--- src/vend_pkg.sv ---
package vend_pkg;

  // ------------------------------
  // Widths with a meaning
  // ------------------------------
  typedef logic [7:0]  coin_t;
  typedef logic [7:0]  item_id_t;
  typedef logic [6:0]  price_t;
  typedef logic [7:0]  count_t;
  typedef logic [15:0] balance_t;

  // Accepted coin denominations, in ascending value order
  typedef enum logic [1:0] {
    ONE,
    TWO,
    FIVE,
    TEN
  } denom_e;

  // Sale FSM states
  typedef enum logic [2:0] {
    IDLE,
    PROCESS,
    INCREMENT,
    SERV,
    EJECT
  } state_e;

  // ------------------------------
  // Item catalogue
  // ------------------------------
  localparam int NUM_ITEMS = 8;

  // Price per item id
  localparam price_t ITEM_PRICES [NUM_ITEMS] = '{
    7'd3, 7'd7, 7'd12, 7'd15, 7'd20, 7'd26, 7'd33, 7'd40
  };

  // Special selection ids
  localparam item_id_t ITEM_RETURN_ID = 8'hFF;
  localparam item_id_t ITEM_REFUSE_ID = 8'hFE;

  // Face value of a denomination
  function automatic coin_t denom_value(denom_e d);
    case (d)
      ONE:     return 8'd1;
      TWO:     return 8'd2;
      FIVE:    return 8'd5;
      default: return 8'd10;
    endcase
  endfunction

  // Sale check result for the selected item
  typedef struct packed {
    logic   sellable;
    price_t price;
  } sale_check_t;

  // Next change coin chosen by the coin store
  typedef struct packed {
    logic   found;
    denom_e denom;
  } change_pick_t;

endpackage

--- src/coin_intake.sv ---
`timescale 1ns/100ps

module coin_intake
  import vend_pkg::*;
(
  input  logic   clk_i,
  input  logic   hard_areset_n_i,
  input  coin_t  coin_i,
  input  logic   coin_take_i,
  output coin_t  coin_o,
  output denom_e denom_o,
  output logic   coin_ok_o
);

  // Coin held since the last handshake
  coin_t coin_q;

  // ------------------------------
  // Coin register
  // ------------------------------
  always_ff @(posedge clk_i or negedge hard_areset_n_i) begin
    if (!hard_areset_n_i) begin
      coin_q <= '0;
    end else if (coin_take_i) begin
      // Latch only on an accepted handshake
      coin_q <= coin_i;
    end
  end

  // ------------------------------
  // Denomination decode
  // ------------------------------
  always_comb begin
    // Default is "not a coin"
    denom_o   = ONE;
    coin_ok_o = 1'b0;
    case (coin_q)
      8'd1: begin
        denom_o   = ONE;
        coin_ok_o = 1'b1;
      end
      8'd2: begin
        denom_o   = TWO;
        coin_ok_o = 1'b1;
      end
      8'd5: begin
        denom_o   = FIVE;
        coin_ok_o = 1'b1;
      end
      8'd10: begin
        denom_o   = TEN;
        coin_ok_o = 1'b1;
      end
      default: begin
        // Foreign value, handed back unchanged later
        coin_ok_o = 1'b0;
      end
    endcase
  end

  // Raw value goes back out on a reject
  assign coin_o = coin_q;

endmodule

--- src/coin_store.sv ---
`timescale 1ns/100ps

module coin_store
  import vend_pkg::*;
#(
  parameter int COIN_CAPACITY   = 128,
  parameter int INIT_COIN_COUNT = 20
) (
  input  logic         clk_i,
  input  logic         hard_areset_n_i,
  input  logic         credit_i,
  input  logic         debit_i,
  input  denom_e       denom_i,
  input  balance_t     change_i,
  output change_pick_t pick_o,
  output logic [3:0]   full_o
);

  // One counter per denomination, indexed by denom_e
  count_t counts [4];

  // ------------------------------
  // Coin counters
  // ------------------------------
  always_ff @(posedge clk_i or negedge hard_areset_n_i) begin
    if (!hard_areset_n_i) begin
      for (int d = 0; d < 4; d++) begin
        counts[d] <= count_t'(INIT_COIN_COUNT);
      end
    end else if (credit_i) begin
      // Accepted coin drops into its tube
      counts[denom_i] <= counts[denom_i] + 1'b1;
    end else if (debit_i) begin
      // Change coin leaves the tube
      counts[denom_i] <= counts[denom_i] - 1'b1;
    end
  end

  // ------------------------------
  // Tube full flags
  // ------------------------------
  always_comb begin
    for (int d = 0; d < 4; d++) begin
      full_o[d] = counts[d] >= count_t'(COIN_CAPACITY);
    end
  end

  // ------------------------------
  // Greedy change choice
  // ------------------------------
  always_comb begin
    pick_o.found = 1'b0;
    pick_o.denom = ONE;
    // Ascending scan, so the largest fitting coin wins
    for (int d = 0; d < 4; d++) begin
      if ((counts[d] != '0) &&
          (balance_t'(denom_value(denom_e'(d))) <= change_i)) begin
        pick_o.found = 1'b1;
        pick_o.denom = denom_e'(d);
      end
    end
  end

endmodule

--- src/item_store.sv ---
`timescale 1ns/100ps

module item_store
  import vend_pkg::*;
#(
  parameter int INIT_ITEM_COUNT = 5
) (
  input  logic        clk_i,
  input  logic        hard_areset_n_i,
  input  item_id_t    item_id_i,
  input  balance_t    balance_i,
  input  logic        sell_i,
  output sale_check_t check_o
);

  // Stock per item id
  count_t stock [NUM_ITEMS];

  // Table index from the low id bits
  logic [2:0] idx;
  logic       id_in_range;
  logic       in_stock;

  assign idx         = item_id_i[2:0];
  assign id_in_range = item_id_i < item_id_t'(NUM_ITEMS);
  assign in_stock    = stock[idx] != '0;

  // ------------------------------
  // Stock counters
  // ------------------------------
  always_ff @(posedge clk_i or negedge hard_areset_n_i) begin
    if (!hard_areset_n_i) begin
      for (int i = 0; i < NUM_ITEMS; i++) begin
        stock[i] <= count_t'(INIT_ITEM_COUNT);
      end
    end else if (sell_i) begin
      // One item leaves per sale
      stock[idx] <= stock[idx] - 1'b1;
    end
  end

  // ------------------------------
  // Sale check
  // ------------------------------
  always_comb begin
    check_o.price    = ITEM_PRICES[idx];
    // Real item, in stock, and paid for
    check_o.sellable = id_in_range && in_stock &&
                       (balance_t'(ITEM_PRICES[idx]) <= balance_i);
  end

endmodule

--- src/vend_fsm.sv ---
`timescale 1ns/100ps

module vend_fsm
  import vend_pkg::*;
(
  input  logic         clk_i,
  input  logic         hard_areset_n_i,
  // Coin input handshake
  input  logic         coin_valid_i,
  output logic         coin_ready_o,
  // Selection input handshake
  input  item_id_t     item_id_i,
  input  logic         item_valid_i,
  output logic         item_ready_o,
  // From coin intake
  input  coin_t        coin_o,
  input  denom_e       denom_o,
  input  logic         coin_ok_o,
  // From coin and item stores
  input  logic [3:0]   full_i,
  input  change_pick_t pick_i,
  input  sale_check_t  check_i,
  // To coin intake and coin store
  output logic         coin_take_o,
  output logic         credit_o,
  output logic         debit_o,
  output denom_e       store_denom_o,
  output balance_t     change_o,
  // To item store
  output item_id_t     sel_id_o,
  output balance_t     balance_o,
  output logic         sell_o,
  // Output strobes
  output item_id_t     item_id_o,
  output logic         item_valid_o,
  output coin_t        coin_out_o,
  output logic         coin_out_valid_o
);

  state_e   state_q;
  state_e   state_d;
  balance_t balance_q;
  balance_t change_q;
  item_id_t sel_id_q;
  logic     reject_q;

  logic     item_take;
  logic     coin_bad;
  logic     pay_coin;
  balance_t pay_value;

  // ------------------------------
  // Handshakes
  // ------------------------------
  assign coin_ready_o = state_q == IDLE;
  // Coin wins over a selection in the same cycle
  assign item_ready_o = (state_q == IDLE) && !coin_valid_i;
  assign coin_take_o  = coin_valid_i && coin_ready_o;
  assign item_take    = item_valid_i && item_ready_o;

  // Foreign value or tube already full
  assign coin_bad = !coin_ok_o || full_i[denom_o];

  // Change coin this cycle, only after a rejected coin is out
  assign pay_coin  = (state_q == EJECT) && !reject_q &&
                     (change_q != '0) && pick_i.found;
  assign pay_value = balance_t'(denom_value(pick_i.denom));

  // ------------------------------
  // Next state
  // ------------------------------
  always_comb begin
    state_d = state_q;
    case (state_q)
      IDLE: begin
        if (coin_take_o) begin
          state_d = PROCESS;
        end else if (item_take) begin
          state_d = SERV;
        end
      end
      PROCESS:   state_d = coin_bad ? EJECT : INCREMENT;
      INCREMENT: state_d = IDLE;
      SERV:      state_d = EJECT;
      EJECT: begin
        if (reject_q) begin
          state_d = (change_q != '0) ? EJECT : IDLE;
        end else if (pay_coin) begin
          // Leave as soon as the last coin is out
          state_d = (change_q != pay_value) ? EJECT : IDLE;
        end else begin
          state_d = IDLE;
        end
      end
      default: state_d = IDLE;
    endcase
  end

  // ------------------------------
  // Registers
  // ------------------------------
  always_ff @(posedge clk_i or negedge hard_areset_n_i) begin
    if (!hard_areset_n_i) begin
      state_q   <= IDLE;
      balance_q <= '0;
      change_q  <= '0;
      sel_id_q  <= '0;
      reject_q  <= 1'b0;
    end else begin
      state_q <= state_d;
      if (item_take) begin
        sel_id_q <= item_id_i;
      end
      // Bad coin is flagged for return
      if ((state_q == PROCESS) && coin_bad) begin
        reject_q <= 1'b1;
      end else if (state_q == EJECT) begin
        reject_q <= 1'b0;
      end
      if (state_q == INCREMENT) begin
        balance_q <= balance_q + balance_t'(denom_value(denom_o));
      end else if (state_q == SERV) begin
        // Deposit is spent or refunded either way
        balance_q <= '0;
        change_q  <= check_i.sellable ?
                     balance_q - balance_t'(check_i.price) : balance_q;
      end else if (pay_coin) begin
        change_q <= change_q - pay_value;
      end
    end
  end

  // ------------------------------
  // Store controls
  // ------------------------------
  assign credit_o      = state_q == INCREMENT;
  assign debit_o       = pay_coin;
  assign store_denom_o = (state_q == EJECT) ? pick_i.denom : denom_o;
  assign change_o      = change_q;
  assign sel_id_o      = sel_id_q;
  assign balance_o     = balance_q;
  assign sell_o        = (state_q == SERV) && check_i.sellable;

  // ------------------------------
  // Output strobes
  // ------------------------------
  // Unsold selections report return or refusal
  assign item_id_o = check_i.sellable ? sel_id_q :
                     (sel_id_q == ITEM_RETURN_ID) ? ITEM_RETURN_ID : ITEM_REFUSE_ID;
  assign item_valid_o = state_q == SERV;

  // Rejected coin goes out unchanged, before any change
  assign coin_out_o       = reject_q ? coin_o : denom_value(pick_i.denom);
  assign coin_out_valid_o = ((state_q == EJECT) && reject_q) || pay_coin;

endmodule

--- src/vend_top.sv ---
`timescale 1ns/100ps

module vend_top
  import vend_pkg::*;
#(
  parameter int COIN_CAPACITY   = 128,
  parameter int INIT_COIN_COUNT = 20,
  parameter int INIT_ITEM_COUNT = 5
) (
  input  logic     clk_i,
  input  logic     hard_areset_n_i,
  // Coin input
  input  coin_t    coin_i,
  input  logic     coin_valid_i,
  output logic     coin_ready_o,
  // Selection input
  input  item_id_t item_id_i,
  input  logic     item_valid_i,
  output logic     item_ready_o,
  // Item result strobe
  output item_id_t item_id_o,
  output logic     item_valid_o,
  // Ejected coin strobe
  output coin_t    coin_out_o,
  output logic     coin_out_valid_o
);

  // ------------------------------
  // Internal wires
  // ------------------------------
  logic         coin_take;
  coin_t        coin;
  denom_e       denom;
  logic         coin_ok;
  logic         credit;
  logic         debit;
  denom_e       store_denom;
  balance_t     change;
  change_pick_t pick;
  logic [3:0]   full;
  item_id_t     sel_id;
  balance_t     balance;
  logic         sell;
  sale_check_t  check;

  // Coin register and decode
  coin_intake u_coin_intake (
    .clk_i           (clk_i),
    .hard_areset_n_i (hard_areset_n_i),
    .coin_i          (coin_i),
    .coin_take_i     (coin_take),
    .coin_o          (coin),
    .denom_o         (denom),
    .coin_ok_o       (coin_ok)
  );

  // Coin tubes and change choice
  coin_store #(
    .COIN_CAPACITY   (COIN_CAPACITY),
    .INIT_COIN_COUNT (INIT_COIN_COUNT)
  ) u_coin_store (
    .clk_i           (clk_i),
    .hard_areset_n_i (hard_areset_n_i),
    .credit_i        (credit),
    .debit_i         (debit),
    .denom_i         (store_denom),
    .change_i        (change),
    .pick_o          (pick),
    .full_o          (full)
  );

  // Item stock and sale check
  item_store #(
    .INIT_ITEM_COUNT (INIT_ITEM_COUNT)
  ) u_item_store (
    .clk_i           (clk_i),
    .hard_areset_n_i (hard_areset_n_i),
    .item_id_i       (sel_id),
    .balance_i       (balance),
    .sell_i          (sell),
    .check_o         (check)
  );

  // Sale FSM
  vend_fsm u_vend_fsm (
    .clk_i            (clk_i),
    .hard_areset_n_i  (hard_areset_n_i),
    .coin_valid_i     (coin_valid_i),
    .coin_ready_o     (coin_ready_o),
    .item_id_i        (item_id_i),
    .item_valid_i     (item_valid_i),
    .item_ready_o     (item_ready_o),
    .coin_o           (coin),
    .denom_o          (denom),
    .coin_ok_o        (coin_ok),
    .full_i           (full),
    .pick_i           (pick),
    .check_i          (check),
    .coin_take_o      (coin_take),
    .credit_o         (credit),
    .debit_o          (debit),
    .store_denom_o    (store_denom),
    .change_o         (change),
    .sel_id_o         (sel_id),
    .balance_o        (balance),
    .sell_o           (sell),
    .item_id_o        (item_id_o),
    .item_valid_o     (item_valid_o),
    .coin_out_o       (coin_out_o),
    .coin_out_valid_o (coin_out_valid_o)
  );

endmodule

--- config.mk ---
export PLATFORM = sky130hd
export DESIGN_NAME = vend_top
export DESIGN_NICKNAME = d
export VERILOG_FILES = /design/src/vend_pkg.sv /design/src/coin_intake.sv /design/src/coin_store.sv /design/src/item_store.sv /design/src/vend_fsm.sv /design/src/vend_top.sv
export SDC_FILE = /design/constraint.sdc
export NUM_CORES = 1
export LEC_CHECK = 0
export BUFFER_PORTS_ARGS = -buffer_cell sky130_fd_sc_hd__buf_2
export CELL_PAD_IN_SITES_DETAIL_PLACEMENT = 1
export CELL_PAD_IN_SITES_GLOBAL_PLACEMENT = 2
export CORE_UTILIZATION = 37
export DETAILED_ROUTE_END_ITERATION = 16
export PLACE_DENSITY = 0.88
export SLEW_MARGIN = 25
export SYNTH_ARGS = -nofsm -noshare
export SYNTH_HDL_FRONTEND = slang
export SYNTH_HIERARCHICAL = 1
export SYNTH_SLANG_ARGS = --single-unit
--- constraint.sdc ---
create_clock -name clk_i -period 4.6 [get_ports clk_i]
set_input_delay 0 -clock clk_i [delete_from_list [all_inputs] [get_ports clk_i]]
set_output_delay 0 -clock clk_i [all_outputs]
set_load 0.01 [all_outputs]
==> summary by stage <==
Status
The run finished with clean final reports.

Clocking
The clock latency on the worst-skew pair is 0.43 ns. The clock-pin slew on the worst setup and hold paths is 0.07 ns. The CTS H-tree depth is 4.

The clock sink count is 148. The cell chosen for the clock root is sky130_fd_sc_hd__clkbuf_16. The number of clock buffers added by TritonCTS is 17. The maximum root-to-sink buffer count is 2. The TritonCTS clock tree is built.

STA
The share of the clock period used by the worst path is 93.2%. The final-report hold violation count is 0. The aggregate negative setup slack is 0 ns. The worst-margin pin slew is 0.789 ns. The max-slew violation count came to 0. In this run the tightest slew margin relative to its limit is 47.4%. The highest clock frequency the design can meet is 233 MHz. The setup-violating endpoint count in the final report is 0. Setup repair after global routing left no endpoint under its margin.

After layout, the minimum clock period comes to 4.29 ns. For the final database, setup skew stands at 0.0132 ns. The worst-case setup margin in the final layout is 0.314 ns.

Route
After the first detailed-routing iteration, the DRC count stood at 362. The detail route stage leaves a number of antenna-violating nets equal to 0. The DRC violation count after routing is 0. Wires add up to 25300 um. After detailed routing, the average wire length per cell comes to 19.7 um. The total vias in the final route is 7149.

The number of iterations in the first detailed-routing pass is 4. The average via count per standard cell is 5.57.

Synthesis
Sorting the synthesized cells by area gives the leading types as sky130_fd_sc_hd__dfrtp_1 34%, sky130_fd_sc_hd__dfstp_2 7.0%, sky130_fd_sc_hd__mux4_2 6.3%. In the synthesized netlist, the cells that appear most often are 132 x sky130_fd_sc_hd__nand2_1, 124 x sky130_fd_sc_hd__dfrtp_1, 69 x sky130_fd_sc_hd__o21ai_0. The portion of the post-synthesis area used by sequential elements is 41.5%.

The Yosys step of the flow raised 6 warnings. The synthesized netlist occupies a cell area of 0.00901 sq mm. The post-synthesis average cell area is 9.94 sq um.

sky130_fd_sc_hd__dfrtp_1 takes more of the synthesized area than any other cell. The most used flip-flop cell after synthesis is sky130_fd_sc_hd__dfrtp_1. The leading cell type by number of instances after synthesis is sky130_fd_sc_hd__nand2_1. The net count after synthesis is 954.

The synthesized design contains 148 register bits. After synthesis, the share of flip-flops with an asynchronous set or reset is 100%. The portion of synthesized cell area occupied by the leading cell type is 34.5%. The synthesized netlist contains 73 unique library cells. The cell count after synthesis came out at 906. The synthesized design contains 0 enable-type register cells.

Min path
The worst min-delay path class is primary input to asynchronous set/reset pin.

Die
Once the floorplan was initialized, standard cells occupied 38.0% of the core. The die footprint is 0.0250 sq mm. The placeable core area is 0.0237 sq mm. The number of placement rows is 56. The die extent in y is 158 um. The I/O pin total is 40. The overall die width is 158 um.

Global route
The all-layer global routing usage is 21.4%. The number of global-route vias before repair was 7694. Entering global routing, the biggest net connects 61 pins.

The number of antenna violations at the first check in global routing came to 0. The first global-routing pass estimated 41300 um of wire. After global routing the overflow that remains totals 0.

Critical path
The worst setup path is captured at a flip-flop. The launch point of the worst path is u_vend_fsm/sel_id_o[1]$_DFFE_PN0P_. The critical path class is flip-flop to flip-flop. The largest incremental delay on the critical path is 0.56 ns.

For the worst setup path, the data required time is 4.93 ns. The biggest fanout along the worst timing path is 16. Walking the worst path, the cells encountered are inv_1 -> maj3_1 -> ha_1 -> nor2b_1 -> o21a_1 -> o21a_1 -> o211ai_1 -> a21oi_1 -> nor4_2 -> clkinv_1 -> nor2_1 -> nor2b_1 -> nand2_1 -> o21ai_0. The beginning of the worst register-to-register path is u_vend_fsm/sel_id_o[1]$_DFFE_PN0P_.

The kind of cell adding the most delay to the critical path is simple AND/OR/NAND/NOR gates. On the critical path, the stage with the largest delay is an instance of sky130_fd_sc_hd__dfrtp_1. Data arrives at the worst endpoint at 4.62 ns. STA classifies the critical path startpoint as a flip-flop. The number of buffer and inverter instances along the worst setup path is 2.

Power and ir drop
The total power draw is 7.19 mW. The total leakage power is 4.39 nW. The highest ir drop seen on vdd is 0.321 mV.

Dividing total power by cell area gives a power density of 696 mW/mm^2.

Layout
The layout-stage area growth over the synthesis result is 14.7%. In the final layout, the share of cells above drive strength 1 is 21.1%. The number of antenna cells inserted is 0. The net count reported at finish is 999.

The utilization after layout is 43.6%.

Flow run
Max-cap violations in this run came to 0.

Place
The count of buffers from port buffering is 39. The worst setup slack after placement is 0.354 ns. The final estimated routing congestion in global placement is 0.832. The wire-length estimate of the detail-placed layout is 17600 um.
## per-stage QoR
step / cells / area, sq um / hold WS (ns)
finish: 1283 / 10300 / 0.0389
global route: 1283 / 10300 / 0.0747
CTS: 1283 / 10300 / 0.0367
detailed placement: 1232 / 9510 / -0.0757
global placement: 1232 / 9510 / -0.0746
floorplan: 906 / 9010 / -0.296
## cell families after synthesis
kind of cell	count (synthesis)	synth area share (%)
AND/OR/NAND/NOR	331	19.0
multiplexers	94	14.5
buffers and inverters	78	3.63
adder cells (fa/ha/maj)	29	4.25
AO/OA/AOI/OAI	187	13.3
other	1	0.0416
flip-flops	148	41.5
XOR/XNOR	38	3.86
## where the power goes
group | switching, mW | leakage [nW] | total (mW) | internal (mW)
clock network | 0.625 | 0.305 | 1.51 | 0.887
registers | 0.367 | 1.89 | 1.97 | 1.60
logic | 2.16 | 2.19 | 3.71 | 1.55
## flip-flops by register name, summed over array words and instances (netlist names), named ones only
name                  flops
u_vend_fsm/state_q        3
u_vend_fsm/sel_id_o       8
u_item_store/stock       64
u_vend_fsm/balance_o     16
u_coin_intake/coin_o      8
u_coin_store/counts      28
u_vend_fsm/reject_q       1
u_vend_fsm/change_o      16
## what timing repair did
item	in CTS	in global routing
endpoints found under the hold margin	53	0
hold buffers	19	0
gates resized for setup	0	0
setup endpoints to repair	0	0
setup buffers	0	0
## layout by cell type (no fill, tap or decap), types with 14 or more instances in the layout
cell	n
sky130_fd_sc_hd__nand2_1	132
sky130_fd_sc_hd__dfstp_2	24
sky130_fd_sc_hd__nor4_1	17
sky130_fd_sc_hd__inv_1	30
sky130_fd_sc_hd__o21ai_1	29
sky130_fd_sc_hd__ha_1	25
sky130_fd_sc_hd__nand3_1	17
sky130_fd_sc_hd__mux2_2	34
sky130_fd_sc_hd__nor2_1	45
sky130_fd_sc_hd__nand2b_1	15
sky130_fd_sc_hd__clkbuf_16	17
sky130_fd_sc_hd__mux4_2	25
sky130_fd_sc_hd__dfrtp_1	124
sky130_fd_sc_hd__dlygate4sd3_1	19
sky130_fd_sc_hd__xnor2_1	17
sky130_fd_sc_hd__o21ai_0	68
sky130_fd_sc_hd__mux2i_1	29
sky130_fd_sc_hd__nor3_1	25
sky130_fd_sc_hd__buf_2	38
sky130_fd_sc_hd__buf_4	14
sky130_fd_sc_hd__xor2_1	19
## layer usage
| layer | vias up | track usage, % | part of all wire, % | wire length (um) |
|---|---|---|---|---|
| met5 | - | 0 | 0 | 0 |
| met4 | 0 | 6.09 | 1.6 | 395 |
| met3 | 29 | 3.59 | 2.5 | 625 |
| met2 | 95 | 38.9 | 53 | 13400 |
| met1 | 3682 | 25.9 | 43 | 10900 |
| li1 | 3343 | - | - | - |
## final timing paths
| kind | to | slack, ns | cells past startpoint |
|---|---|---|---|
| max | u_item_store/stock[58]$_DFFE_PN1P_ | 0.31 | 14 |
| min | u_vend_fsm/change_o[9]$_DFFE_PN0P_ | 0.04 | 2 |
| max in group asynchronous | u_item_store/stock[38]$_DFFE_PN0P_ | 3.44 | 3 |
| max reg2reg | u_item_store/stock[58]$_DFFE_PN1P_ | 0.31 | 14 |
| min reg2reg | u_item_store/stock[56]$_DFFE_PN1P_ | 0.48 | 2 |
| min in group clk_i | u_vend_fsm/state_q[1]$_DFFE_PN0P_ | 0.23 | 4 |
## worst register-to-register path: stages (launching register included)
cell and delay, ns:
sky130_fd_sc_hd__dfrtp_1 0.56, sky130_fd_sc_hd__inv_1 0.17, sky130_fd_sc_hd__maj3_1 0.42, sky130_fd_sc_hd__ha_1 0.32, sky130_fd_sc_hd__nor2b_1 0.14, sky130_fd_sc_hd__o21a_1 0.16, sky130_fd_sc_hd__o21a_1 0.16, sky130_fd_sc_hd__o211ai_1 0.15
sky130_fd_sc_hd__a21oi_1 0.10, sky130_fd_sc_hd__nor4_2 0.22, sky130_fd_sc_hd__clkinv_1 0.31, sky130_fd_sc_hd__nor2_1 0.38, sky130_fd_sc_hd__nor2b_1 0.25, sky130_fd_sc_hd__nand2_1 0.45, sky130_fd_sc_hd__o21ai_0 0.39
## area by class of cell
cell class,count,area (sq um)
Clock buffer,18,439
Clock inverter,14,190
Fill cell,2713,13400
Inverter,32,120
Multi-Input combinational cell,680,4950
Sequential cell,148,3730
Tap cell,319,399
Timing Repair Buffer,72,497
Note: power is estimated with default switching activity, not from simulation.
